--- config.mk ---
export PLATFORM = sky130hd
export DESIGN_NAME = g729_basic_ops
export DESIGN_NICKNAME = d
export VERILOG_FILES = /design/src/rtl/pitch_pkg.sv /design/src/rtl/g729_basic_ops.sv
export SDC_FILE = /design/constraint.sdc
export NUM_CORES = 1
export LEC_CHECK = 0
export BUFFER_PORTS_ARGS = -buffer_cell sky130_fd_sc_hd__buf_2
export CAP_MARGIN = 40
export CORE_MARGIN = 5
export CORE_UTILIZATION = 30
export DETAILED_ROUTE_END_ITERATION = 10
export MAX_ROUTING_LAYER = met4
export PLACE_DENSITY = 0.53
export SKIP_LAST_GASP = 1
export SYNTH_ARGS = -nofsm -noshare
export SYNTH_HDL_FRONTEND = slang
export SYNTH_SLANG_ARGS = --single-unit
--- constraint.sdc ---
create_clock -name vclk -period 31.3
set_input_delay 9.39 -clock vclk [all_inputs]
set_output_delay 9.39 -clock vclk [all_outputs]
set_load 0.02 [all_outputs]
--- src/rtl/pitch_pkg.sv ---
`default_nettype none

package pitch_pkg;

	localparam int ADDR_W = 8;	// excitation buffer holds 2**ADDR_W words
	localparam int AXI_ADDR_W = 12;
	localparam int N_TAPS = 10;
	localparam int UP_SAMP = 3;

	typedef logic signed [15:0] sample_t;	// excitation sample or Q15 coefficient
	typedef logic signed [31:0] acc_t;	// Q31 accumulator
	typedef logic [ADDR_W-1:0] exc_addr_t;
	typedef logic [4:0] coef_addr_t;

	// host register map, byte offsets
	localparam logic [AXI_ADDR_W-1:0] REG_CTRL = 12'h000;
	localparam logic [AXI_ADDR_W-1:0] REG_T0 = 12'h004;
	localparam logic [AXI_ADDR_W-1:0] REG_FRAC = 12'h008;
	localparam logic [AXI_ADDR_W-1:0] REG_BASE = 12'h00c;
	localparam logic [AXI_ADDR_W-1:0] REG_LEN = 12'h010;
	localparam logic [AXI_ADDR_W-1:0] EXC_WINDOW = 12'h400;	// one word per sample

	// operands for the shared operator block
	typedef struct packed {
		sample_t add_a;
		sample_t add_b;
		sample_t sub_a;
		sample_t sub_b;
		sample_t mac_a;
		sample_t mac_b;
		acc_t mac_c;
		acc_t ladd_a;
		acc_t ladd_b;
		sample_t neg_in;
	} ops_req_t;

	typedef struct packed {
		sample_t add_out;
		sample_t sub_out;
		acc_t mac_out;
		acc_t ladd_out;
		sample_t neg_out;
	} ops_rsp_t;

	typedef enum logic [3:0] {
		IDLE,
		SETUP,
		ADJUST,
		SAMPLE,
		COEF1,
		COEF2,
		TAP_ADDR,
		TAP_NEG,
		TAP_POS,
		NEXT_SAMPLE
	} interp_state_e;

endpackage

`default_nettype wire

--- src/rtl/g729_basic_ops.sv ---
`default_nettype none

module g729_basic_ops (
	input  wire pitch_pkg::ops_req_t req,
	output pitch_pkg::ops_rsp_t rsp
);
	import pitch_pkg::*;

	acc_t prod;
	acc_t l_mult;

	function automatic sample_t sat16(input logic signed [16:0] v);
		if (v > 17'sd32767)
			return 16'sh7fff;
		if (v < -17'sd32768)
			return 16'sh8000;
		return v[15:0];
	endfunction

	function automatic acc_t sat32(input logic signed [32:0] v);
		if (v > 33'sd2147483647)
			return 32'sh7fff_ffff;
		if (v < -33'sd2147483648)
			return 32'sh8000_0000;
		return v[31:0];
	endfunction

	// L_mult doubles the Q15 product
	// only -32768 * -32768 overflows on the doubling
	assign prod = req.mac_a * req.mac_b;
	assign l_mult = (prod == 32'sh4000_0000) ? 32'sh7fff_ffff : (prod <<< 1);

	always_comb
	begin
		rsp.add_out = sat16(17'(req.add_a) + 17'(req.add_b));
		rsp.sub_out = sat16(17'(req.sub_a) - 17'(req.sub_b));
		rsp.mac_out = sat32(33'(req.mac_c) + 33'(l_mult));	// L_mac
		rsp.ladd_out = sat32(33'(req.ladd_a) + 33'(req.ladd_b));
		rsp.neg_out = (req.neg_in == 16'sh8000) ? 16'sh7fff : -req.neg_in;
	end

endmodule

`default_nettype wire

== After elaboration in Yosys (flattened, before gate mapping) ==
Cells that the tools add are included.

* Word-level logic and storage cells: 46
* Bits of input ports: 208
* Bits in registers: 0
* Output and inout bits: 112

* Order comparisons: 8
* Equality and inequality tests: 2
* Add/subtract/negate cells: 5
* Multiplexer cells: 30
* $mul: 1

{| class="wikitable"
|+ Operators with widths
! operator !! number
|-
| 2-to-1 mux 32 bit || 9
|-
| 2-to-1 mux 16 bit || 9
|-
| adder 32 x 32 -> 33 bit || 2
|-
| > comparator 33 x 32 -> 1 bit, second input constant || 2
|-
| less-than comparator 33 x 32 -> 1 bit, second input constant || 2
|-
| > comparator 17 x 16 -> 1 bit, second input constant || 2
|-
| less-than comparator 17 x 16 -> 1 bit, second input constant || 2
|-
| == test 32 bit, second input constant || 1
|-
| multiplier 16 x 16 -> 32 bit || 1
|-
| adder 16 x 16 -> 17 bit || 1
|-
| subtractor 16 x 16 -> 17 bit || 1
|-
| == test 16 bit, second input constant || 1
|-
| negation 16 bit || 1
|-
| 2-to-1 mux 1 bit || 12
|}

== Logic depth before layout (Yosys ltp) ==
Gate-level depths: netlist of the first run.

* Depth in word-level cells: 9
* Gate-level depth with buffers: 41
* Gate-level depth less buffers: 37

== Worst setup path before layout of the first run ==
OpenSTA, ideal clock, no wires.

* Path kind: input to output
* Start point: input port req[143] (netlist bit)
* End point: output port rsp[57] (netlist bit)
* Data required time: 21.910 ns
* Path slack: 3.443 ns
* Arrival time: 18.467 ns
* Path buffers: 5
* Cell stages on the path: 37
* Cells stage by stage: clkbuf_1 > nand2_1 > fa_1 > inv_1 > fa_1 > fa_1 > fa_1 > fa_1 > inv_1 > fa_1 > inv_1 > ha_1 > nand2_1 > nor2_1 > and2_1 > nand2_1 > o21ba_2 > nor3_1 > or3_1 > a2111o_1 > or4_4 > buf_6 > buf_6 > nand2_1 > ha_1 > and3_1 > nand3_1 > o22ai_1 > o21ai_0 > a21oi_1 > a21oi_1 > o31ai_1 > xor2_1 > clkbuf_1 > nand2_1 > clkbuf_1 > a21oi_1

{| class="wikitable"
|+ RTL lines
! item !! RTL line !! source
|-
| start, declared || g729_basic_ops.sv:4 || <nowiki>input wire pitch_pkg::ops_req_t req,</nowiki>
|-
| end, declared || g729_basic_ops.sv:5 || <nowiki>output pitch_pkg::ops_rsp_t rsp</nowiki>
|}

==> results_dict.tcl, run 1 <==
set metrics [dict create \
    vias_per_cell 4.85 \
    min_path_type "input port to primary output" \
    wl_microns 46200 \
    syn_nets 2585 \
    cts_hold_buffers 0 \
    io_buffers 320 \
    cap_violations 0 \
    start_util 0.303 \
    syn_to_final_growth_pct 14.7 \
    nets 2855 \
    synthTopCellsByArea "fa_1, ha_1, inv_1" \
    die_width_microns 238 \
    crit_path_max_fanout 31 \
    die_y_microns 238 \
    fmax_mhz 34.2 \
    crit_required_ps 21910 \
    rsz0062_at_grt "no" \
    synthAdderAreaFrac 0.496 \
    ioPinCount 320 \
    crit_path_top_delay_cell "or4_4" \
    cp-end-kind "primary output" \
    post_cts_resize_count 0 \
    drc 0 \
    yosysTopAreaCell "fa_1" \
    design.seq.count 0 \
    synth_top_family_by_area "adder cells" \
    cts_setup_buffers 0 \
    slowest_delay_ps 710 \
    syn_area_sq_mm 0.0155 \
    antenna_found_initial 5 \
    fin_cells 2885 \
    cp_num_buf_inv 3 \
    clock_buffers 0 \
    placementRows 83 \
    core_area_sq_mm 0.0513 \
    layout-drive-gt1-share 0.155 \
    finalSetupViolations 0 \
    synthDistinctLibCells 69 \
    yosys-top-cells-count "inv_1, fa_1, nand2_1" \
    grt_first_pass_wirelength_microns 75500 \
    grt_max_degree 32 \
    dpl-instance-area_sq_mm 0.0178 \
    hold_viol_final 0 \
    cp_common_cell "fa_1" \
    crit_arrival_ps 19880 \
    postRouteAntennaNets 0 \
    synth_compound_area_frac 0.155 \
    fin_crit_ps 29270 \
    synth-xor-area-share 0.0691 \
    yosysSeqAreaShare 0 \
    yosysTopAreaCellShare 0.343 \
    ys_warn_count 0 \
    outcome "completed" \
    track_usage 0.163 \
    syn-instance-count 1932 \
    final_cell_area_sq_mm 0.0178 \
    seq_area_sq_um 0 \
    dp_hpwl_microns 40900 \
    routabilityCongestion 0.886 \
    drt-pass1-iter-count 5 \
    yosys.area_share.simple 0.182 \
    maxSlewHeadroom 0.373 \
    finalSetupTns_ps 0 \
    routedWlPerCell_microns 16.0 \
    drtIter0Drc 648 \
    slew_viol_final 0 \
    critPathTopFamily "adder cells" \
    synth.most_common_cell "inv_1" \
    synth_mux_area_frac 0.00201 \
    crit_path_start_kind "input port" \
    vias 14000 \
    worstMarginPinSlew_ps 940 \
    dieArea_sq_mm 0.0564 \
    period_share 0.935 \
    syn_area_per_cell_sq_um 8.04 \
    crit_type "input port to primary output" \
    dp_cells 2880 \
    grt_pass1_vias 14900 \
    grt.overflow.total 0 \
]
[metrics by stage]
step,setup WS (ps),hold WS (ps),util
after CTS,2020,19100,0.347
after floorplan,3440,18910,-
after global placement,2240,19110,0.347
after detailed placement,2050,19100,0.347
final,2030,19100,0.347
after global routing,1090,19120,0.347
[final cells by class]
cell class / count / area (sq um)
fill: 5471 / 33500
multi-input combinational: 1543 / 14100
timing repair buffer: 327 / 1660
inverter: 330 / 1240
tap: 680 / 851
antenna: 5 / 12.5
[logic make-up (layout without fill, tap and decap cells)]
family,Yosys count,count (layout)
xor gates and xnor gates,121,121
and+or+nand+nor,568,568
other,0,5
muxes,3,3
AOI/OAI and AO/OA,392,392
adders and majority gates,459,459
buffers and inverters,389,657
[cell usage in the layout (no fill, tap or decap), drive strengths merged, types with 9 or more instances in the layout]
| cell | count |
|---|---|
| o21ai | 103 |
| a31oi | 10 |
| and2 | 127 |
| nor2b | 16 |
| o21a | 15 |
| xnor2 | 72 |
| inv | 330 |
| o21bai | 20 |
| nand2b | 30 |
| a21o | 49 |
| fa | 266 |
| nor2 | 81 |
| or3 | 9 |
| xor2 | 48 |
| maj3 | 14 |
| ha | 179 |
| buf | 327 |
| nand3 | 22 |
| a21oi | 130 |
| nand2 | 204 |
| nand4 | 15 |
| nor3 | 26 |
[routing by layer]
| metal | vias up | track usage | wire length (microns) |
|---|---|---|---|
| met5 | - | - | 0 |
| met4 | 0 | 0.0248 | 800 |
| met2 | 305 | 0.296 | 24100 |
| met3 | 42 | 0.0104 | 1500 |
| met1 | 6838 | 0.205 | 19700 |
| li1 | 6817 | - | - |
[path summary, 6_finish.rpt]
kind	startpoint	cells past startpoint	endpoint	slack (ps)
max	req[127]	32	rsp[50]	2030
min	req[12]	3	rsp[12]	19100
Power of run 1 is not shown: default switching activity piles up to over one toggle a cycle in this logic, so the estimate is an artifact.
==> inputs of run 2 (changes only) <==
Settings changed: CORE_ASPECT_RATIO set to 2.
==> run 2 against run 1 <==
  * Sequential share of layout area unchanged
  * Die area up 0.49%
  * Largest cell class unchanged
  * Utilization down 0.21 points
  * Highest routed layer unchanged
  * Critical path type unchanged
==> results_dict.tcl, run 2 (synthesized netlist as in run 1, its figures left out) <==
set metrics [dict create \
    cts_hold_buffers 0 \
    grt.overflow.total 0 \
    period_share 0.957 \
    dp_hpwl_microns 49000 \
    layout-drive-gt1-share 0.155 \
    drtIter0Drc 502 \
    crit_type "input port to primary output" \
    post_cts_resize_count 0 \
    crit_path_start_kind "input port" \
    min_path_type "input port to primary output" \
    postRouteAntennaNets 0 \
    finalSetupViolations 0 \
    layout_commonest_cell "inv_1" \
    hold_viol_final 0 \
    rsz0062_at_grt "no" \
    core_area_sq_mm 0.0515 \
    clock_buffers 0 \
    worstMarginPinSlew_ps 878 \
    seq_area_sq_um 0 \
    antenna_found_initial 6 \
    dieArea_sq_mm 0.0567 \
    drt-pass1-iter-count 5 \
    final.fill_count 5498 \
    finalSetupTns_ps 0 \
    cp_common_cell "fa_1" \
    drc 0 \
    crit_arrival_ps 20570 \
    maxSlewHeadroom 0.415 \
    slew_viol_final 0 \
    wl_microns 54100 \
    cap_violations 0 \
    routabilityCongestion 0.959 \
    setup_ws_ps 1340 \
    cp_num_buf_inv 3 \
    crit_path_top_delay_cell "nand2_1" \
    fmax_mhz 33.4 \
    die_y_microns 332 \
    ioPinCount 320 \
    pre_cts_ws_ps 1340 \
    grt_pass1_vias 16500 \
    routedWlPerCell_microns 18.9 \
    vias 14500 \
    grt_first_pass_wirelength_microns 86000 \
    nets 2854 \
    crit_required_ps 21910 \
    track_usage 0.195 \
    placementRows 118 \
    design.seq.count 0 \
    layout_common_cells "inv_1, buf_2, fa_1" \
    cts_setup_buffers 0 \
    critPathTopFamily "adder cells" \
    outcome "completed" \
    cp-end-kind "primary output" \
    io_buffers 320 \
    crit_path_max_fanout 31 \
    start_util 0.302 \
    vias_per_cell 5.08 \
    slowest_delay_ps 670 \
    grt_max_degree 32 \
    syn_to_final_growth_pct 14.5 \
    fin_crit_ps 29960 \
    die_width_microns 171 \
]
run 2: stage by stage:
| step | instances | instance area [sq um] | util | hold slack, ps |
|---|---|---|---|---|
| after detailed placement | 2859 | 17800 | 0.345 | 19110 |
| after global placement | 2855 | 17700 | 0.344 | 19110 |
| after global routing | 2865 | 17800 | 0.345 | 19120 |
| after floorplan | 1932 | 15500 | - | 18910 |
| final | 2865 | 17800 | 0.345 | 19110 |
| after CTS | 2859 | 17800 | 0.345 | 19110 |
run 2: final cells by class:
cell class	instances	area [sq um]	share of cell area
antenna	6	15.0	0.000844
inverter	330	1240	0.0696
timing repair buffer	326	1650	0.0928
multi-input combinational	1543	14100	0.790
tap	660	826	0.0464
run 2: final timing paths:
path	to	slack, ps	start	cells after the start
hold / removal	rsp[14]	19110	req[14]	3
setup / recovery	rsp[70]	1340	req[127]	31
run 2: worst min-delay path: cells and delay by family:
kind | cells | cell delay [ps]
mux | 1 | 60
buf+inv | 2 | 270
run 2: routing by layer:
| metal | wire length [microns] | GRT usage | vias to the layer above |
|---|---|---|---|
| li1 | - | - | 6814 |
| met1 | 18300 | 0.186 | 7115 |
| met2 | 30600 | 0.385 | 487 |
| met3 | 2160 | 0.0187 | 127 |
| met4 | 3030 | 0.0830 | 0 |
| met5 | 0 | - | - |
Power of run 2 is left out for the same reason.
