==> config.mk <==
export PLATFORM = sky130hd
export DESIGN_NAME = inter3_rom
export DESIGN_NICKNAME = d
export VERILOG_FILES = /design/src/rtl/pitch_pkg.sv /design/src/rtl/inter3_rom.sv
export SDC_FILE = /design/constraint.sdc
export NUM_CORES = 1
export LEC_CHECK = 0
export BUFFER_PORTS_ARGS = -buffer_cell sky130_fd_sc_hd__buf_4
export CELL_PAD_IN_SITES_DETAIL_PLACEMENT = 0
export CELL_PAD_IN_SITES_GLOBAL_PLACEMENT = 2
export CORE_MARGIN = 4
export CORE_UTILIZATION = 29
export CTS_BUF_LIST = sky130_fd_sc_hd__clkbuf_16
export DETAILED_ROUTE_END_ITERATION = 10
export PLACE_DENSITY = 0.83
export SLEW_MARGIN = 20
export SYNTH_ARGS = -nofsm -noshare
export SYNTH_HDL_FRONTEND = slang
export SYNTH_SLANG_ARGS = --single-unit
export TNS_END_PERCENT = 20
==> constraint.sdc <==
create_clock -name clk -period 1.66 [get_ports clk]
set_input_delay 0.249 -clock clk [delete_from_list [all_inputs] [get_ports clk]]
set_output_delay 0.249 -clock clk [all_outputs]
set_load 0.02 [all_outputs]
==> src/rtl/pitch_pkg.sv <==
`default_nettype none

package pitch_pkg;

	localparam int ADDR_W = 8;	// excitation buffer holds 2**ADDR_W words
	localparam int AXI_ADDR_W = 12;
	localparam int N_TAPS = 10;
	localparam int UP_SAMP = 3;

	typedef logic signed [15:0] sample_t;	// excitation sample or Q15 coefficient
	typedef logic signed [31:0] acc_t;	// Q31 accumulator
	typedef logic [ADDR_W-1:0] exc_addr_t;
	typedef logic [4:0] coef_addr_t;

	// host register map, byte offsets
	localparam logic [AXI_ADDR_W-1:0] REG_CTRL = 12'h000;
	localparam logic [AXI_ADDR_W-1:0] REG_T0 = 12'h004;
	localparam logic [AXI_ADDR_W-1:0] REG_FRAC = 12'h008;
	localparam logic [AXI_ADDR_W-1:0] REG_BASE = 12'h00c;
	localparam logic [AXI_ADDR_W-1:0] REG_LEN = 12'h010;
	localparam logic [AXI_ADDR_W-1:0] EXC_WINDOW = 12'h400;	// one word per sample

	// operands for the shared operator block
	typedef struct packed {
		sample_t add_a;
		sample_t add_b;
		sample_t sub_a;
		sample_t sub_b;
		sample_t mac_a;
		sample_t mac_b;
		acc_t mac_c;
		acc_t ladd_a;
		acc_t ladd_b;
		sample_t neg_in;
	} ops_req_t;

	typedef struct packed {
		sample_t add_out;
		sample_t sub_out;
		acc_t mac_out;
		acc_t ladd_out;
		sample_t neg_out;
	} ops_rsp_t;

	typedef enum logic [3:0] {
		IDLE,
		SETUP,
		ADJUST,
		SAMPLE,
		COEF1,
		COEF2,
		TAP_ADDR,
		TAP_NEG,
		TAP_POS,
		NEXT_SAMPLE
	} interp_state_e;

endpackage

`default_nettype wire

==> src/rtl/inter3_rom.sv <==
`default_nettype none

module inter3_rom (
	input  wire logic clk,
	input  wire pitch_pkg::coef_addr_t addr,
	output pitch_pkg::sample_t data
);
	import pitch_pkg::*;

	// 1/3 resolution interpolation filter in Q15
	// phase p uses entries p, p+3, p+6 ...
	localparam sample_t INTER_3L [31] = '{
		16'sd29443, 16'sd25207, 16'sd14701, 16'sd3143, -16'sd4402, -16'sd5850,
		-16'sd2783, 16'sd1211, 16'sd3130, 16'sd2259, 16'sd0, -16'sd1652,
		-16'sd1666, -16'sd464, 16'sd756, 16'sd1099, 16'sd550, -16'sd245,
		-16'sd634, -16'sd451, 16'sd0, 16'sd308, 16'sd296, 16'sd78,
		-16'sd120, -16'sd165, -16'sd79, 16'sd34, 16'sd91, 16'sd70,
		16'sd0
	};

	always_ff @(posedge clk)
		data <= INTER_3L[addr];	// one cycle lookup

	// engine keeps c + k within the table
	rom_addr_range: assert property (@(posedge clk) addr < 5'd31)
		else $error("inter3_rom address %0d out of range", addr);

endmodule

`default_nettype wire

---- Word-level counts from Yosys, hierarchy flattened ----
Memory sizes are Yosys's and may differ from the RTL's. A register that Yosys moved wholly into a read port is not among the register bits.
Index checks and enable logic that the tools add are counted.
storage, ports and cells
  output and inout port bits .............. 16
  input port bits ......................... 6
  memories ................................ 1
  memory bits (read-only) ................. 512
  word-level logic and storage cells ...... 2
  register bits ........................... 0
memories
  memory           words  bits a word  rd ports  clocked after memory_dff  write ports  RTL line          RTL
  (no name shown)  32     16           1         1                         0            inter3_rom.sv:22  data <= INTER_3L[addr];
cells by class
  bitwise operators ....................... 1
operator list
  cell            number
  NOT 5 -> 6 bit  1

---- Longest topological paths before layout ----
Gate-level depths: netlist of the first run.
  depth in word-level cells ............... 1
  depth in mapped cells ................... 7
  depth with buffers taken out ............ 5

---- Worst setup path after synthesis of the first run ----
No wires, ideal clock.
  path type ............................... in2reg
  start point ............................. input port addr[0]
  end point ............................... register data[5]
  data arrival time ....................... 1.540 ns
  setup time .............................. 0.134 ns
  path slack .............................. -0.014 ns
  required time ........................... 1.526 ns
  cell stages on the path ................. 6
  path buffers ............................ 1
  cell sequence ........................... clkbuf_1 > inv_1 > ha_1 > nor2_1 > a21oi_1 > mux4_2
between the ends
  longest elaborated chain between the ends .. 1
ends and longest elaborated chain
  what                                  RTL line          RTL
  start, declared                       inter3_rom.sv:5   input wire pitch_pkg::coef_addr_t addr,
  NOT 5 -> 6 bit (implied by the code)  inter3_rom.sv:22
  end, declared                         inter3_rom.sv:6   output pitch_pkg::sample_t data
No other way between the ends.

---- Worst setup path in the final report of the first run ----
  start point ............................. input port addr[1]
  end point ............................... register data[5]
The elaborated chain is that of the path after synthesis.

==> results of run 1 <==
==> worst min path at each step <==
stage                     slack [ns]               end  depth (start not counted)    start
final                           0.36  data[11]$_DFF_P_                          2  addr[4]
after global routing            0.39   data[2]$_DFF_P_                          2  addr[4]
after CTS                       0.36  data[11]$_DFF_P_                          2  addr[4]
after detailed placement        0.60  data[11]$_DFF_P_                          2  addr[4]
after global placement          0.59  data[11]$_DFF_P_                          2  addr[4]
after floorplan                 0.43   data[3]$_DFF_P_                          2  addr[1]
==> metal layers <==
| layer | global-route usage (%) | wire [microns] |
|---|---|---|
| met5 | 0 | 0 |
| met4 | 3.76 | 27 |
| met3 | 2.52 | 148 |
| met2 | 21.6 | 1510 |
| met1 | 18.2 | 1510 |
==> area by class of cell <==
type	count	share of cell area [%]
timing repair buffer	32	16.4
clock inverter	1	0.256
inverter	7	1.79
sequential	16	21.9
multi-input combinational	103	50.4
clock buffer	3	5.13
tap	48	4.10
==> cells in the mapped netlist (all sizes together) (4+ instances only) <==
| master | number |
|---|---|
| buf | 9 |
| a211oi | 5 |
| dfxtp | 16 |
| nor2 | 10 |
| inv | 5 |
| a21oi | 7 |
| o21ai | 11 |
| nor2b | 8 |
| nor3 | 4 |
| mux2i | 4 |
| ha | 10 |
| nand2 | 5 |
| nand2b | 6 |
==> logic make-up after synthesis <==
| kind of cell | count (synthesis) | share of synthesized area (%) |
|---|---|---|
| fa+ha+maj | 10 | 10.7 |
| simple gates | 39 | 17.5 |
| compound gates | 45 | 26.5 |
| mux | 6 | 6.34 |
| flops | 16 | 27.5 |
| xor+xnor | 3 | 2.26 |
| buf+inv | 19 | 9.13 |
==> power breakdown <==
group	internal, mW	switching, mW
logic	0.159	0.207
registers	0.430	0.0121
clock network	0.319	0.151
total	0.908	0.369
==> critical path, stage by stage <==
cell	delay [ns]
buf_4	0.14
inv_1	0.08
ha_1	0.37
nor2_1	0.12
a21oi_1	0.04
mux4_2	0.46
==> PnR_summary.wiki, run 1 <==
{| class="wikitable"
! Metric !! Value
|-
| Share of flip-flops with an asynchronous set or reset after synthesis || 0%
|-
| Period minus WS final || 1.33 ns
|-
| Final clock period utilization by the worst path || 80.4%
|-
| Area of all placed cells without fillers || 1460 sq um
|-
| Synthesized instance count || 138
|-
| Synth unique cells || 44
|-
| Setup repair after global routing missed its margin || no
|-
| Placed wire-length estimate || 2.35 mm
|-
| Antenna Diode Count || 0
|-
| Worst slack on hold paths || 0.364 ns
|-
| Area delta synth->final || 25.7%
|-
| Detailed Route WL || 3.19 mm
|-
| Inst Count DP || 206
|-
| Min-delay worst type || in2reg
|-
| Cell taking the most area after synthesis || dfxtp_1
|-
| CTS Root Buffer Type || clkbuf_16
|-
| Number of buffers inserted by port buffering || 21
|-
| Wire per inst || 15.2 microns
|-
| Length of the first detailed-routing pass in iterations || 4
|-
| Upper clock frequency limit || 749 MHz
|-
| Die outline width || 71.4 microns
|-
| Registers with the most flip-flops || data x16
|-
| Start-to-end type of the worst setup path || in2reg
|-
| Post-synth net total || 154
|-
| Vias per cell || 5.30
|-
| Area of combinational cells with multiple inputs || 738 sq um
|-
| Arrival time at the worst endpoint || 1.45 ns
|-
| Required time worst endpoint || 1.78 ns
|-
| Setup Fix Bufs, Post-CTS || 0
|-
| Sinks on the clock net || 16
|-
| Worst setup timing slack at the placement stage || 0.0653 ns
|-
| Count of final hold-check violations || 0
|-
| Post-synth top area share || 27.5%
|-
| Rows || 22
|-
| Starting density of the core || 30.9%
|-
| Final total negative setup slack || 0 ns
|-
| Number of buffers created by CTS || 3
|-
| Finished Layout Cells || 210
|-
| Slew @ Worst Pin || 0.403 ns
|-
| Initial antenna violation count || 0
|-
| Proportion of synthesized chip area in sequential cells || 27.5%
|-
| Die footprint || 5100 sq um
|-
| Wire length of the first global-routing pass || 5.58 mm
|-
| Die Ht || 71.4 microns
|-
| Cts-stage hold buffer count || 0
|-
| Antenna-violating nets left || 0
|-
| Remaining Overflow, GRT || 0
|-
| Starting DRC count in detailed routing || 68
|-
| Maximum root-to-sink buffer count || 2
|-
| Leakage power summed over all cells || 0.628 nW
|-
| Top Ports || 22
|-
| Area taken by flip-flops and latches || 320 sq um
|-
| Pin count of the biggest net entering global routing || 23
|-
| Largest register FFs || 16
|-
| Area of the mapped netlist || 1160 sq um
|-
| Critical path endpoint category || flip-flop
|-
| Yosys reg bits || 16
|-
| Post-layout utilization of the core || 38.8%
|-
| Commonest non-fill, non-tap cells in the layout || buf_4 (32), dfxtp_1 (16), o21ai_0 (11)
|-
| Via count of the first global-routing pass || 1123
|-
| Fraction of final layout cells with drive strength greater than 1 || 22.8%
|-
| IR drop worst, VDD || 0.451 mV
|-
| Avg Synthesized Cell Area || 8.44 sq um
|-
| Last weighted congestion value of the routability-driven placer || 0.782
|-
| Maximum fanout along the worst path || 9
|-
| Ratio of total power to cell area || 873 nW/um^2
|-
| Design Power || 1.28 mW
|-
| Max-cap violations || 0
|-
| Drc violations || 0
|-
| Setup Viol. Count Final || 0
|-
| EDFF count, synth || 0
|-
| Core region area || 3770 sq um
|-
| Filler cells || 380
|-
| Final Net Count || 179
|-
| Most frequent standard cell in the layout excluding fill and tap cells || buf_4
|-
| TritonCTS clock tree || yes
|-
| Critical Path Start Type || input pin
|-
| Ranking of synthesized cells by area || dfxtp_1 (27%), ha_1 (11%), o21ai_0 (4.7%)
|-
| Worst slew margin || 72.4%
|-
| Clock Pin Slew Worst Setup and Hold Paths || 0.05 ns
|-
| Overall via count from detail_route || 1112
|-
| Final setup margin || 0.325 ns
|-
| Warning count from the yosys run || 0
|-
| Number of H-tree levels || 1
|-
| Post-cts sizing count || 0
|-
| Top FF cell, synth || dfxtp_1
|-
| Total track usage || 13.4%
|-
| Max-slew violation total from the final report || 0
|-
| Start point of the critical path || addr[1]
|-
| Status || finished, final reports clean
|-
| Last element of the critical path || data[5]$_DFF_P_
|-
| Placed Area || 1390 sq um
|-
| Register bank with the most flops || data
|}
(Power assumes the default switching activity.)
==> run 2, diff against run 1 <==
- ABC_AREA: not set -> 1
- PLACE_DENSITY: 0.83 -> 0.85
- clock period: 1.66 -> 1.4 ns (I/O delays scaled with it)
==> run 2 against run 1 <==
  * Synthesized cell count is 25% higher
  * Utilization fell by 1.2 points
  * Area after synthesis down 1.1%
  * Largest power group unchanged
  * Sequential cell count did not move
  * Highest routed layer unchanged
  * Via count grew 6.2%
  * Total power grew 17%
  * Die area decreased by 0.96%
  * Critical path depth is 4 higher
  * Worst hold slack got worse by 0.091 ns
  * Clock power increased by 18%
==> PnR_summary.wiki, run 2 <==
{| class="wikitable"
! Metric !! Value
|-
| Post-cts sizing count || 0
|-
| Largest register FFs || 16
|-
| Antenna Diode Count || 0
|-
| Min-delay worst type || in2reg
|-
| Placed wire-length estimate || 2.21 mm
|-
| Proportion of synthesized chip area in sequential cells || 27.8%
|-
| Number of H-tree levels || 1
|-
| Wire length of the first global-routing pass || 4.75 mm
|-
| Share of total power in sequential cells || 34.8%
|-
| Initial antenna violation count || 0
|-
| Crit path max-delay cell type || ha_1
|-
| Sinks on the clock net || 16
|-
| Length of the first detailed-routing pass in iterations || 4
|-
| Worst slack on hold paths || 0.272 ns
|-
| Required time worst endpoint || 1.54 ns
|-
| Warning count from the yosys run || 0
|-
| Cell family with the largest share of critical-path delay || adder cells
|-
| Number of buffers and inverters on the critical path || 3
|-
| Leakage power summed over all cells || 0.772 nW
|-
| TritonCTS clock tree || yes
|-
| Number of buffers created by CTS || 3
|-
| Count of cell instances traversed by the critical path || 10
|-
| Antenna-violating nets left || 0
|-
| Detailed Route WL || 2.87 mm
|-
| Clock Pin Slew Worst Setup and Hold Paths || 0.05 ns
|-
| Status || finished, final reports clean
|-
| Pin count of the biggest net entering global routing || 25
|-
| Die footprint || 5050 sq um
|-
| Inst Count DP || 238
|-
| Switching part of the total power || 30.0%
|-
| IR drop worst, VDD || 0.350 mV
|-
| Placed Area || 1330 sq um
|-
| Area delta synth->final || 22.4%
|-
| Share of flip-flops with an asynchronous set or reset after synthesis || 0%
|-
| Upper clock frequency limit || 941 MHz
|-
| Die outline width || 71.0 microns
|-
| Clock network fraction of design power || 37.1%
|-
| Net switching component of the power || 0.448 mW
|-
| Setup Viol. Count Final || 0
|-
| Post-synth net total || 188
|-
| Yosys reg bits || 16
|-
| Area of combinational cells with multiple inputs || 706 sq um
|-
| Number of buffers inserted by port buffering || 21
|-
| Count of final hold-check violations || 0
|-
| Post-synth top area share || 27.8%
|-
| Avg Synthesized Cell Area || 6.70 sq um
|-
| EDFF count, synth || 0
|-
| Overall via count from detail_route || 1181
|-
| Slew @ Worst Pin || 0.257 ns
|-
| Synth unique cells || 21
|-
| Ranking of synthesized cells by area || dfxtp_1 (28%), nand2_1 (24%), nand3_1 (13%)
|-
| Worst slew margin || 82.7%
|-
| Arrival time at the worst endpoint || 1.21 ns
|-
| Ratio of total power to cell area || 1060 nW/um^2
|-
| Final Net Count || 211
|-
| Top cell types by occurrence after synthesis || nand2_1 (73), nand3_1 (29), dfxtp_1 (16)
|-
| Filler cells || 424
|-
| Cell internal pwr || 1.04 mW
|-
| Rows || 22
|-
| Top FF cell, synth || dfxtp_1
|-
| CTS Root Buffer Type || clkbuf_16
|-
| Most repeated cell in the gate-level netlist after synthesis || nand2_1
|-
| Area taken by flip-flops and latches || 320 sq um
|-
| Critical path's largest stage delay || 0.39 ns
|-
| Maximum fanout along the worst path || 4
|-
| Cts-stage hold buffer count || 0
|-
| Most frequent standard cell in the layout excluding fill and tap cells || nand2_1
|-
| Finished Layout Cells || 242
|-
| Period minus WS final || 1.06 ns
|-
| Synthesized instance count || 172
|-
| Registers with the most flip-flops || data x16
|-
| Maximum root-to-sink buffer count || 2
|-
| Final total negative setup slack || 0 ns
|-
| Share of total power in combinational logic || 28.0%
|-
| Cells along the critical path || buf_4, inv_1, ha_1, inv_1, nand2_1, nand2_1, nand2_1, nand2_1, nand2_1, nand2_1
|-
| Commonest non-fill, non-tap cells in the layout || nand2_1 (73), nand3_1 (29), buf_4 (27)
|-
| Cell taking the most area after synthesis || dfxtp_1
|-
| Drc violations || 0
|-
| Start-to-end type of the worst setup path || in2reg
|-
| Start point of the critical path || addr[0]
|-
| Total track usage || 11.5%
|-
| Starting DRC count in detailed routing || 69
|-
| Most common cell type on the critical path || nand2_1
|-
| Register bank with the most flops || data
|-
| Setup Fix Bufs, Post-CTS || 0
|-
| Vias per cell || 4.88
|-
| Area of all placed cells without fillers || 1410 sq um
|-
| Setup repair after global routing missed its margin || no
|-
| Last element of the critical path || data[1]$_DFF_P_
|-
| Critical Path Start Type || input pin
|-
| Last weighted congestion value of the routability-driven placer || 0.868
|-
| Remaining Overflow, GRT || 0
|-
| Die Ht || 71.0 microns
|-
| Critical path endpoint category || flip-flop
|-
| Fraction of final layout cells with drive strength greater than 1 || 22.2%
|-
| Max-slew violation total from the final report || 0
|-
| Wire per inst || 11.9 microns
|-
| Top Ports || 22
|-
| Area of the mapped netlist || 1150 sq um
|-
| Via count of the first global-routing pass || 1072
|-
| Design Power || 1.49 mW
|-
| Max-cap violations || 0
|-
| Final clock period utilization by the worst path || 75.9%
|-
| Starting density of the core || 30.8%
|-
| Core region area || 3740 sq um
|}
-- run 2: through the flow --
| stage | util, % | worst slack [ns] |
|---|---|---|
| 2_1_floorplan | - | 0.241 |
| 3_3_place_gp | 35.6 | 0.113 |
| 3_5_place_dp | 35.6 | 0.0766 |
| 4_1_cts | 37.7 | 0.333 |
| 5_1_grt | 37.7 | 0.230 |
| 6_report | 37.7 | 0.337 |
-- run 2: power groups by stage --
stage	Combinational, mW	Clock [mW]	Sequential [mW]
after floorplan	0.217	0	0.596
after global placement	0.421	0	0.529
after detailed placement	0.419	0	0.530
after CTS	0.421	0.568	0.520
after global routing	0.460	0.577	0.525
final	0.418	0.554	0.520
-- run 2: worst min path at each step --
stage	from	to	slack, ns	cells after the start
CTS	addr[4]	data[5]$_DFF_P_	0.28	3
detailed placement	addr[4]	data[5]$_DFF_P_	0.53	3
floorplan	addr[4]	data[13]$_DFF_P_	0.36	2
finish	addr[4]	data[5]$_DFF_P_	0.27	3
global route	addr[4]	data[3]$_DFF_P_	0.29	3
global placement	addr[4]	data[5]$_DFF_P_	0.53	3
-- run 2: routing by layer --
metal / track usage, % / vias up / routed length [microns]
li1: - / 594 / -
met1: 16.1 / 535 / 1360
met2: 17.1 / 47 / 1290
met3: 1.56 / 5 / 178
met4: 5.85 / 0 / 49
met5: 0 / - / 0
-- run 2: cells by family after synthesis --
group	after synthesis	synth area share (%)
simple gates	114	43.9
flops	16	27.8
buf+inv	19	11.0
compound gates	13	6.51
fa+ha+maj	10	10.9
-- run 2: cell type report --
class | count | share of cell area [%]
multi-input cells | 137 | 50.0
inverters | 10 | 3.02
well taps | 48 | 4.26
flip-flops and latches | 16 | 22.7
repair buffers | 27 | 14.4
clock buffers | 3 | 5.32
clock inverters | 1 | 0.266
