<file path="config.mk">
export PLATFORM = sky130hd
export DESIGN_NAME = pitch_axil_regs
export DESIGN_NICKNAME = d
export VERILOG_FILES = /design/src/rtl/pitch_pkg.sv /design/src/rtl/pitch_axil_regs.sv
export SDC_FILE = /design/constraint.sdc
export NUM_CORES = 1
export LEC_CHECK = 0
export BUFFER_PORTS_ARGS = -buffer_cell sky130_fd_sc_hd__buf_4
export CORE_ASPECT_RATIO = 0.5
export CORE_MARGIN = 4
export CORE_UTILIZATION = 47
export CTS_BUF_LIST = sky130_fd_sc_hd__clkbuf_2
export CTS_CLUSTER_DIAMETER = 120
export DETAILED_ROUTE_END_ITERATION = 16
export GPL_TIMING_DRIVEN = 0
export PLACE_DENSITY_LB_ADDON = 0.2
export SLEW_MARGIN = 15
export SYNTH_ARGS = -nofsm -noshare
export SYNTH_HDL_FRONTEND = slang
export SYNTH_SLANG_ARGS = --single-unit
export TNS_END_PERCENT = 5
</file>
<file path="constraint.sdc">
create_clock -name clk -period 2.5 [get_ports clk]
set_clock_uncertainty 0.2 [all_clocks]
set_input_delay 0.125 -clock clk [delete_from_list [all_inputs] [get_ports clk]]
set_output_delay 0.125 -clock clk [all_outputs]
set_load 0.05 [all_outputs]
</file>
<file path="src/rtl/pitch_pkg.sv">
`default_nettype none

package pitch_pkg;

	localparam int ADDR_W = 8;	// excitation buffer holds 2**ADDR_W words
	localparam int AXI_ADDR_W = 12;
	localparam int N_TAPS = 10;
	localparam int UP_SAMP = 3;

	typedef logic signed [15:0] sample_t;	// excitation sample or Q15 coefficient
	typedef logic signed [31:0] acc_t;	// Q31 accumulator
	typedef logic [ADDR_W-1:0] exc_addr_t;
	typedef logic [4:0] coef_addr_t;

	// host register map, byte offsets
	localparam logic [AXI_ADDR_W-1:0] REG_CTRL = 12'h000;
	localparam logic [AXI_ADDR_W-1:0] REG_T0 = 12'h004;
	localparam logic [AXI_ADDR_W-1:0] REG_FRAC = 12'h008;
	localparam logic [AXI_ADDR_W-1:0] REG_BASE = 12'h00c;
	localparam logic [AXI_ADDR_W-1:0] REG_LEN = 12'h010;
	localparam logic [AXI_ADDR_W-1:0] EXC_WINDOW = 12'h400;	// one word per sample

	// operands for the shared operator block
	typedef struct packed {
		sample_t add_a;
		sample_t add_b;
		sample_t sub_a;
		sample_t sub_b;
		sample_t mac_a;
		sample_t mac_b;
		acc_t mac_c;
		acc_t ladd_a;
		acc_t ladd_b;
		sample_t neg_in;
	} ops_req_t;

	typedef struct packed {
		sample_t add_out;
		sample_t sub_out;
		acc_t mac_out;
		acc_t ladd_out;
		sample_t neg_out;
	} ops_rsp_t;

	typedef enum logic [3:0] {
		IDLE,
		SETUP,
		ADJUST,
		SAMPLE,
		COEF1,
		COEF2,
		TAP_ADDR,
		TAP_NEG,
		TAP_POS,
		NEXT_SAMPLE
	} interp_state_e;

endpackage

`default_nettype wire

</file>
<file path="src/rtl/pitch_axil_regs.sv">
`default_nettype none

module pitch_axil_regs #(
	parameter int ADDR_W = pitch_pkg::ADDR_W
) (
	input  wire logic clk,
	input  wire logic reset,
	input  wire logic [pitch_pkg::AXI_ADDR_W-1:0] awaddr,
	input  wire logic awvalid,
	output logic awready,
	input  wire logic [31:0] wdata,
	input  wire logic [3:0] wstrb,
	input  wire logic wvalid,
	output logic wready,
	output logic [1:0] bresp,
	output logic bvalid,
	input  wire logic bready,
	input  wire logic [pitch_pkg::AXI_ADDR_W-1:0] araddr,
	input  wire logic arvalid,
	output logic arready,
	output logic [31:0] rdata,
	output logic [1:0] rresp,
	output logic rvalid,
	input  wire logic rready,
	output logic start,
	output pitch_pkg::sample_t t0,
	output logic signed [1:0] frac,
	output logic [ADDR_W-1:0] base,
	output pitch_pkg::sample_t len,
	input  wire logic busy,
	input  wire logic done,
	output logic [ADDR_W-1:0] ram_addr,
	output pitch_pkg::sample_t ram_wdata,
	output logic ram_we,
	output logic ram_re,
	input  wire pitch_pkg::sample_t ram_rdata
);
	import pitch_pkg::*;

	localparam logic [1:0] OKAY = 2'b00;
	localparam logic [1:0] SLVERR = 2'b10;

	logic wr_go;
	logic wr_hs;
	logic wr_win;
	logic rd_go;
	logic rd_pend;	// cycle the buffer is read
	logic rd_win;
	logic rd_win_ok;
	logic done_flag;
	logic [AXI_ADDR_W-1:0] rd_addr;
	logic [31:0] rdata_q;

	// reads and writes take turns so port B sees one access per cycle
	assign wr_go = !awready && awvalid && wvalid && !bvalid && !arready && !rd_pend;
	assign rd_go = !arready && arvalid && !rvalid && !rd_pend && !wr_go && !awready;
	assign wr_hs = awvalid && awready && wvalid;
	assign wready = awready;
	assign wr_win = (awaddr >= EXC_WINDOW);
	assign rd_win = (rd_addr >= EXC_WINDOW);

	//////////////////////////////////////////////////////////////////////
	// port B of the excitation buffer

	assign ram_we = wr_hs && wr_win && !busy && (wstrb == 4'hf);
	assign ram_re = rd_pend && rd_win && !busy;
	assign ram_addr = wr_hs ? awaddr[ADDR_W+1:2] : rd_addr[ADDR_W+1:2];
	assign ram_wdata = wdata[15:0];
	assign rdata = rd_win_ok ? 32'(ram_rdata) : rdata_q;	// sign extended sample

	always_ff @(posedge clk)
	begin
		if (reset)
		begin
			awready <= 1'b0;
			arready <= 1'b0;
			bvalid <= 1'b0;
			bresp <= OKAY;
			rvalid <= 1'b0;
			rresp <= OKAY;
			rd_pend <= 1'b0;
			rd_win_ok <= 1'b0;
			start <= 1'b0;
			done_flag <= 1'b0;
			t0 <= '0;
			frac <= '0;
			base <= '0;
			len <= '0;
		end
		else
		begin
			awready <= wr_go;
			arready <= rd_go;
			start <= 1'b0;
			if (done)
				done_flag <= 1'b1;	// sticky until the next start
			if (bvalid && bready)
				bvalid <= 1'b0;
			if (wr_hs)
			begin
				bvalid <= 1'b1;
				bresp <= (wstrb != 4'hf || (wr_win && busy)) ? SLVERR : OKAY;
				// parameters and start are frozen during a job
				if (wstrb == 4'hf && !busy)
				begin
					case (awaddr)
						REG_CTRL:
						begin
							start <= wdata[0];
							if (wdata[0])
								done_flag <= 1'b0;
						end
						REG_T0: t0 <= wdata[15:0];
						REG_FRAC: frac <= wdata[1:0];
						REG_BASE: base <= wdata[ADDR_W-1:0];
						REG_LEN: len <= wdata[15:0];
						default: ;
					endcase
				end
			end
			rd_pend <= arready && arvalid;
			if (rvalid && rready)
				rvalid <= 1'b0;
			if (rd_pend)
			begin
				rvalid <= 1'b1;
				rresp <= (rd_win && busy) ? SLVERR : OKAY;
				rd_win_ok <= rd_win && !busy;
			end
		end
	end

	always_ff @(posedge clk)
	begin
		if (arready && arvalid)
			rd_addr <= araddr;
		if (rd_pend)
		begin
			case (rd_addr)
				REG_CTRL: rdata_q <= {30'd0, done_flag, busy};
				REG_T0: rdata_q <= 32'(t0);
				REG_FRAC: rdata_q <= 32'(frac);
				REG_BASE: rdata_q <= 32'(base);
				REG_LEN: rdata_q <= 32'(len);
				default: rdata_q <= '0;	// window and unmapped
			endcase
		end
	end

	b_hold: assert property (@(posedge clk) disable iff (reset)
		bvalid && !bready |=> bvalid && $stable(bresp));
	r_hold: assert property (@(posedge clk) disable iff (reset)
		rvalid && !rready |=> rvalid && $stable(rdata));

endmodule

`default_nettype wire

</file>
# After elaboration in Yosys (flattened, before gate mapping)
# Cells that the tools add are included.
# W data, S select, Z words.
dict set report word_totals {
  output_inout_bits 110
  wordCells 86
  register_bits 98
  input_bits 85
}
dict set report classes {
  n_lt_le_gt_ge 2
  n_reduce_logical 41
  bitwise 3
  n_eq_ne 10
  n_mux 14
}
# operator count
set ops {}
lappend ops {{$pmux W32 S5} 1}
lappend ops {{$eq A12 B4 Y1 const B} 4}
lappend ops {{$mux W32} 1}
lappend ops {{$eq A12 B3 Y1 const B} 2}
lappend ops {{$eq A12 B5 Y1 const B} 2}
lappend ops {{$ge A12 B11 Y1 const B} 2}
lappend ops {{$logic_and A1 B1 Y1} 24}
lappend ops {{$logic_not A12 Y1} 2}
lappend ops {{$reduce_and A3 Y1} 4}
lappend ops {{$mux W1} 9}
lappend ops {{$mux W8} 1}
lappend ops {{$logic_not A1 Y1} 7}
lappend ops {{$eq A4 B4 Y1 const B} 1}
lappend ops {{$mux W2} 2}
lappend ops {{$ne A4 B4 Y1 const B} 1}
lappend ops {{$reduce_bool A2 Y1} 2}
lappend ops {{$reduce_or A4 Y1} 1}
lappend ops {{$not A1 Y1} 3}
lappend ops {{$logic_or A1 B1 Y1} 1}

# Depth between registers and ports, before layout
# Gate-level depths: netlist of the first run.
dict set report logic_depth {
  word_depth 9
  ltp_mapped 7
  depth_no_buf 4
}

# Least setup slack after synthesis of the first run
# OpenSTA, ideal clock, no wires.
dict set report synth_path {
  path_kind {reg-to-output}
  start {register awready}
  end {output port ram_we}
  n_path_buf 1
  arrival_time_ns 2.695
  path_stages_with_launch 4
  required_ns 2.175
  path_slack_ns -0.520
  path_cell_list {dfxtp_1 nand3_1 buf_1 nor4_1}
}
dict set report synth_via {
  elab_chain_len 5
}
# item line
set synth_lines {}
lappend synth_lines {{from (decl)} pitch_axil_regs.sv:10} ;# output logic awready,
lappend synth_lines {{from (signal assigned)} pitch_axil_regs.sv:92} ;# awready <= wr_go;
lappend synth_lines {{$logic_and A1 B1 Y1 (2 in a row)} pitch_axil_regs.sv:57} ;# assign wr_hs = awvalid && awready && wvalid;
lappend synth_lines {{$logic_and A1 B1 Y1 (3 in a row)} pitch_axil_regs.sv:65} ;# assign ram_we = wr_hs && wr_win && !busy && (wstrb == 4'hf);
lappend synth_lines {{to (decl)} pitch_axil_regs.sv:34} ;# output logic ram_we,
# Every way passes these cells.

# Worst setup path after layout of the first run
dict set report layout_path {
  start {register rd_addr[5]}
  end {register rdata_q[6] (data pin)}
}
dict set report layout_via {
  elab_chain_len 2
  word_cells_on_any_way 6
  cone_classes {eq/ne: 4; mux: 1; reduce/logical: 1}
}
# item line
set layout_lines {}
lappend layout_lines {{from (decl)} pitch_axil_regs.sv:51} ;# logic [AXI_ADDR_W-1:0] rd_addr;
lappend layout_lines {{from (signal assigned)} pitch_axil_regs.sv:136} ;# rd_addr <= araddr;
lappend layout_lines {{$eq A12 B5 Y1 (tied with other cells)} pitch_axil_regs.sv:139} ;# case (rd_addr)
lappend layout_lines {{$pmux W32 S5 (*)} pitch_axil_regs.sv:139}
lappend layout_lines {{to (signal assigned)} pitch_axil_regs.sv:140} ;# REG_CTRL: rdata_q <= {30'd0, done_flag, busy};
lappend layout_lines {{to (signal assigned)} pitch_axil_regs.sv:141} ;# REG_T0: rdata_q <= 32'(t0);
lappend layout_lines {{to (signal assigned)} pitch_axil_regs.sv:142} ;# REG_FRAC: rdata_q <= 32'(frac);
lappend layout_lines {{to (decl)} pitch_axil_regs.sv:52} ;# logic [31:0] rdata_q;
# Every way passes the cells marked *; elsewhere a longest branch is shown, timed or not.
# A chain may end at the register's enable or synchronous reset.

==> results.json, run 1 <==
{
  "outcome": "finished with violations",
  "violations": "negative setup slack",
  "ys_async_sr_fraction": 0,
  "multi_input_area_mm2": 0.00164,
  "synth_top_cells_by_area": "dfxtp_1 27%, edfxtp_1 22%, buf_4 6.7%",
  "hold_viol_final": 0,
  "setup_viol": 2,
  "finalWorstSetupSlack_ps": -24.2,
  "p_leak_uw": 0.00244,
  "grt_max_degree": 24,
  "initial_core_util": 0.485,
  "wl_per_cell_um": 18.2,
  "cts.clk_slew.worst_paths_ps": 220,
  "cp-start-kind": "flop",
  "grt_usage": 0.278,
  "yosysWarnings": 0,
  "gp_congestion": 0.889,
  "routed_wl_um": 13800,
  "area_growth_syn_to_layout_pct": 54.5,
  "drive_above_1_share": 0.420,
  "h-tree-depth": 3,
  "ys_types": 40,
  "place_area_mm2": 0.00537,
  "worst_pin_slew_ps": 824,
  "synth-seq-cells": 80,
  "cts_tree": "yes",
  "synth-edff-count": 28,
  "max_stage_delay_ps": 610,
  "ys_seq_area_frac": 0.483,
  "diodes": 0,
  "rrSetupSlack_ps": -20,
  "vdd_drop_max_mv": 0.310,
  "die_w_um": 137,
  "p_int_uw": 1810,
  "fillers": 600,
  "synth_commonest_cells": "52 x dfxtp_1, 48 x a21oi_1, 44 x o21ai_0",
  "cp_cell_sequence": "or4_4, nor4_4, buf_2, nand2_1, nand4_1",
  "setup_tns_ps": -27.9,
  "slew_headroom": 0.446,
  "drtPass1Iterations": 5,
  "combPwrFrac": 0.179,
  "avgSynthCellArea_um2": 9.62,
  "cp_max_fo": 10,
  "worstSkewPairLatency_ps": 570,
  "clock_path_buffers": 2,
  "fin_area_mm2": 0.00602,
  "finalCriticalPeriod_ps": 2520,
  "max_freq_mhz": 396,
  "drv_slew": 0,
  "via_count": 4197,
  "cts_sinks": 80,
  "drt_iter0_drc": 443,
  "swShare": 0.287,
  "seq_area_mm2": 0.00189,
  "worstPathArrival_ps": 2750,
  "rows": 23,
  "layout.nets": 728,
  "die-area_mm2": 0.00990,
  "grt_pass1_wl_um": 21400,
  "yosysMostFrequentCell": "dfxtp_1",
  "endpoint_kind": "flop",
  "p_per_area_mw_per_mm2": 421,
  "die_y_um": 72.4,
  "syn_area_mm2": 0.00390,
  "synth_area_leader_cell": "dfxtp_1",
  "antenna_found_initial": 0,
  "pwr-share-seq": 0.541,
  "drv.max_cap_violation_count": 0,
  "post-dp-hpwl_um": 9520,
  "ant_nets": 0,
  "core_mm2": 0.00803,
  "via_per_inst": 5.52,
  "crit_family": "simple AND/OR/NAND/NOR gates",
  "rsz0062_at_grt": "true",
  "grt-ovfl-total": 0,
  "drc": 0,
  "hold_path_class": "in2reg",
  "post-route-util": 0.750,
  "critical_path.slowest_cell": "or4_4",
  "netlist.area_leader.share": 0.267,
  "cts_root_buffer": "clkbuf_2",
  "cts_inserted_buffers": 9,
  "switching_power_uw": 727,
  "path_buf_inv": 1,
  "p_clk_frac": 0.280,
  "port_buffers": 176,
  "grt_pass1_vias": 4192,
  "synth_flop_cell": "dfxtp_1",
  "period_share": 1.01,
  "pin_count": 195,
  "criticalPathCategory": "reg2reg",
  "synthCells": 405,
  "cp.required_ps": 2730
}
[layout make-up]
| class | instances | area share |
|---|---|---|
| Clock inverter | 5 | 0.00956 |
| Buffer | 66 | 0.0665 |
| Inverter | 4 | 0.00249 |
| Multi-Input combinational cell | 255 | 0.272 |
| Clock buffer | 11 | 0.00914 |
| Tap cell | 112 | 0.0233 |
| Timing Repair Buffer | 227 | 0.304 |
| Sequential cell | 80 | 0.314 |
[worst paths after layout]
path / startpoint / to / cells past startpoint
max: rd_addr[5] / rdata_q[6] / 5
min: awaddr[3] / frac[1] / 5
max reg2reg: rd_addr[5] / rdata_q[6] / 5
min reg2reg: rresp[1] / rresp[1] / 2
[cell usage in the layout (no fill, tap or decap), drive strengths merged, types with 6 or more instances in the layout]
| master | n |
|---|---|
| nand3 | 23 |
| clkbuf | 36 |
| o21ai | 44 |
| buf | 218 |
| dfxtp | 52 |
| mux2 | 23 |
| nand2 | 19 |
| a221o | 8 |
| nor2 | 10 |
| a21oi | 48 |
| dlygate4sd3 | 50 |
| nand4 | 35 |
| nor3 | 6 |
| edfxtp | 28 |
[power by group through the flow]
stage	sequential [µW]	clock [µW]	combinational, µW
after global routing	1370	770	478
after global placement	1400	0	384
after CTS	1370	707	447
after detailed placement	1400	0	389
final	1370	711	455
after floorplan	1400	0	210
[metrics by stage]
stage	instances	hold WS (ps)	setup WS, ps	total power, µW
finish	760	43.0	-24.2	2540
global route	760	4.22	-54.6	2620
CTS	759	7.27	13.1	2520
detailed placement	694	104	-304	1790
global placement	694	103	-242	1780
floorplan	406	23.9	52.1	1610
[cell families after synthesis]
| family | Yosys count | share of synthesized area |
|---|---|---|
| AND/OR/NAND/NOR | 121 | 0.184 |
| AO/OA/AOI/OAI | 104 | 0.147 |
| flip-flops | 80 | 0.483 |
| buffers and inverters | 71 | 0.105 |
| multiplexers | 28 | 0.0793 |
| other | 1 | 0.000962 |
[worst reg2reg max path, delay by kind of cell, from the launching register on]
family	cells	cell delay [ps]
simple gates	4	1370
flops	1	450
buf+inv	1	360
[sequential cells by signal, summed over array words and instances (netlist names), 2 cells and up]
name and flops:
rdata_q 16, rd_addr 12, base 8, frac 2, t0 16, len 16
[metal layers]
layer	GRT usage	part of all wire	up-vias
met5	0	0	-
met4	0.101	0.024	0
met3	0.0810	0.099	31
met2	0.468	0.48	252
met1	0.343	0.40	1971
li1	-	-	1943
[what timing repair did]
item / 4_1_cts / 5_1_grt
pin swaps: 0 / 0
gates cloned: 0 / 0
buffers inserted: 0 / 1
resized for setup: 8 / 6
endpoints found under the setup margin: 39 / 43
hold buffers: 50 / 0
endpoints found under the hold margin: 64 / 0
(Power assumes the default switching activity.)
==> run 2, diff against run 1 <==
--- a/config.mk
+++ b/config.mk
@@ -12,8 +12,8 @@
 export CTS_BUF_LIST = sky130_fd_sc_hd__clkbuf_2
 export CTS_CLUSTER_DIAMETER = 120
 export DETAILED_ROUTE_END_ITERATION = 16
-export GPL_TIMING_DRIVEN = 0
 export PLACE_DENSITY_LB_ADDON = 0.2
+export RECOVER_POWER = 25
 export SLEW_MARGIN = 15
 export SYNTH_ARGS = -nofsm -noshare
 export SYNTH_HDL_FRONTEND = slang
==> run 2 against run 1 <==
The flow now finishes without violations. Register-to-register slack gained 200 ps. Combinational power shrank 12%. Maximum frequency grew 5.8%. Flip-flop and latch count is the same. Sequential power is essentially flat. Routed wire length shrank 8.7%.
==> results.json, run 2 (synthesis results as in run 1) <==
{
  "wl_met1_um": 5110,
  "grt-ovfl-total": 0,
  "wl_per_cell_um": 17.9,
  "drt_iter0_drc": 293,
  "outcome": "complete, no violations",
  "antenna_found_initial": 0,
  "min_to": "bresp[1]",
  "crit_family": "buffers and inverters",
  "rsz0062_at_grt": "false",
  "max_freq_mhz": 419,
  "area_growth_syn_to_layout_pct": 42.5,
  "pre_cts_ws_ps": 207,
  "drv.max_cap_violation_count": 0,
  "worst_pin_slew_ps": 938,
  "combPwrFrac": 0.170,
  "via_count": 3873,
  "finalCriticalPeriod_ps": 2380,
  "r2r_cells": 4,
  "cts_tree": "yes",
  "reg_top3": "len: 16 flops, rdata_q: 16 flops, t0: 16 flops",
  "routed_wl_um": 12600,
  "cp-start-kind": "input port",
  "max_stage_delay_ps": 550,
  "whs_path_depth": 5,
  "h-tree-depth": 3,
  "drv_slew": 0,
  "vdd_drop_max_mv": 0.233,
  "p_clk_frac": 0.247,
  "pin_count": 195,
  "path_buf_inv": 4,
  "final_cell_mix": "150 x buf_4, 51 x dfxtp_1, 48 x a21oi_1, 48 x dlygate4sd3_1, 44 x o21ai_0",
  "holdWs_ps": 62.1,
  "die_w_um": 137,
  "clock_path_buffers": 2,
  "grt_max_degree": 50,
  "routed-wl-met2_um": 6030,
  "wl_met3_um": 1270,
  "grt_pass1_wl_um": 19100,
  "multi_input_area_mm2": 0.00162,
  "drtPass1Iterations": 5,
  "p_int_uw": 1660,
  "finalWorstSetupSlack_ps": 115,
  "ant_nets": 0,
  "cts_inserted_buffers": 9,
  "die_y_um": 72.4,
  "period_share": 0.954,
  "initial_core_util": 0.485,
  "setup_viol": 0,
  "grt_pass1_vias": 3651,
  "hold_start": "wstrb[3]",
  "top_layer": "met4",
  "die-area_mm2": 0.00990,
  "post-dp-hpwl_um": 8340,
  "place_area_mm2": 0.00508,
  "worstReg2RegStart": "rd_addr[5]",
  "endpoint_kind": "flop",
  "worstPathArrival_ps": 2660,
  "p_per_area_mw_per_mm2": 424,
  "diodes": 0,
  "post-route-util": 0.691,
  "p_leak_uw": 0.00214,
  "port_buffers": 176,
  "grt_usage": 0.248,
  "final_common_cell": "buf_4",
  "via_per_inst": 5.50,
  "worstSkewPairLatency_ps": 550,
  "fillers": 652,
  "core_mm2": 0.00803,
  "switching_power_uw": 695,
  "slew_headroom": 0.374,
  "swShare": 0.295,
  "cp_cell_sequence": "dlygate4sd3_1, buf_4, nor3_1, and4_1, buf_4, nand4_1, o211a_1, dlygate4sd3_1",
  "criticalPathCategory": "in2reg",
  "gp_congestion": 0.829,
  "drive_above_1_share": 0.355,
  "cts.clk_slew.worst_paths_ps": 210,
  "rrSetupSlack_ps": 180,
  "hold_viol_final": 0,
  "fin_area_mm2": 0.00555,
  "r2r_end": "rdata_q[1]",
  "hold_path_class": "in2reg",
  "drc": 0,
  "pwr-share-seq": 0.582,
  "cp_max_fo": 43,
  "cts_root_buffer": "clkbuf_2",
  "cts_sinks": 80,
  "layout.nets": 672,
  "seq_area_mm2": 0.00188,
  "rows": 23,
  "critical_path.slowest_cell": "dlygate4sd3_1",
  "cp.required_ps": 2770,
  "setup_tns_ps": 0
}
==> run 2: cell types whose count changed in the layout (fill, tap and decap cells not counted), moves of 2 or more <==
cell	before	now
dlygate4sd3_1	50	48
clkinv_1	0	2
clkbuf_4	2	12
buf_2	4	0
buf_4	212	150
clkinv_4	2	0
dfxtp_1	49	51
clkbuf_1	22	26
==> run 2: layout make-up <==
| cell class | instances | area share |
|---|---|---|
| clock buffer | 11 | 0.00992 |
| clock inverter | 5 | 0.00451 |
| inverter | 4 | 0.00270 |
| multi-input combinational | 255 | 0.292 |
| sequential | 80 | 0.339 |
| tap | 112 | 0.0252 |
| timing repair buffer | 237 | 0.327 |
==> run 2: how the worst max path moves through the flow <==
stage               start         end  slack, ps  cells past startpoint
6_report             busy   done_flag        120                      8
5_1_grt           awready      len[1]         60                      4
4_1_cts           awready      ram_we          8                      3
3_5_place_dp   rd_addr[5]  rdata_q[1]        210                      4
3_3_place_gp   rd_addr[5]  rdata_q[1]        230                      4
2_1_floorplan     awready      ram_we         50                      3
==> run 2: worst reg2reg max path, cell delays in order (launching register included) <==
cell and delay (ps):
edfxtp_1 420, or4_4 610, or2_4 300, or3_1 520, o21ai_0 140
==> run 2: routing by layer <==
metal / global-route usage / vias up
met5: 0 / -
met4: 0.0682 / 0
met3: 0.0817 / 25
met2: 0.417 / 206
met1: 0.310 / 1818
li1: - / 1824
==> run 2: repair_timing <==
action / 4_1_cts / 5_1_grt
endpoints found under the setup margin: 0 / 21
endpoints found under the hold margin: 65 / 0
setup buffers: 0 / 0
gates resized for setup: 0 / 2
hold buffers: 48 / 0
==> run 2: per-stage QoR <==
step                      cells  power (µW)
after global placement      640        1750
final                       704        2350
after floorplan             406        1610
after detailed placement    640        1750
after CTS                   704        2370
after global routing        704        2430
==> run 2: power groups by stage <==
stage / registers [µW] / clock network (µW) / logic, µW
finish: 1370 / 582 / 401
global route: 1370 / 634 / 421
CTS: 1370 / 585 / 412
detailed placement: 1400 / 0 / 354
global placement: 1400 / 0 / 350
floorplan: 1400 / 0 / 210
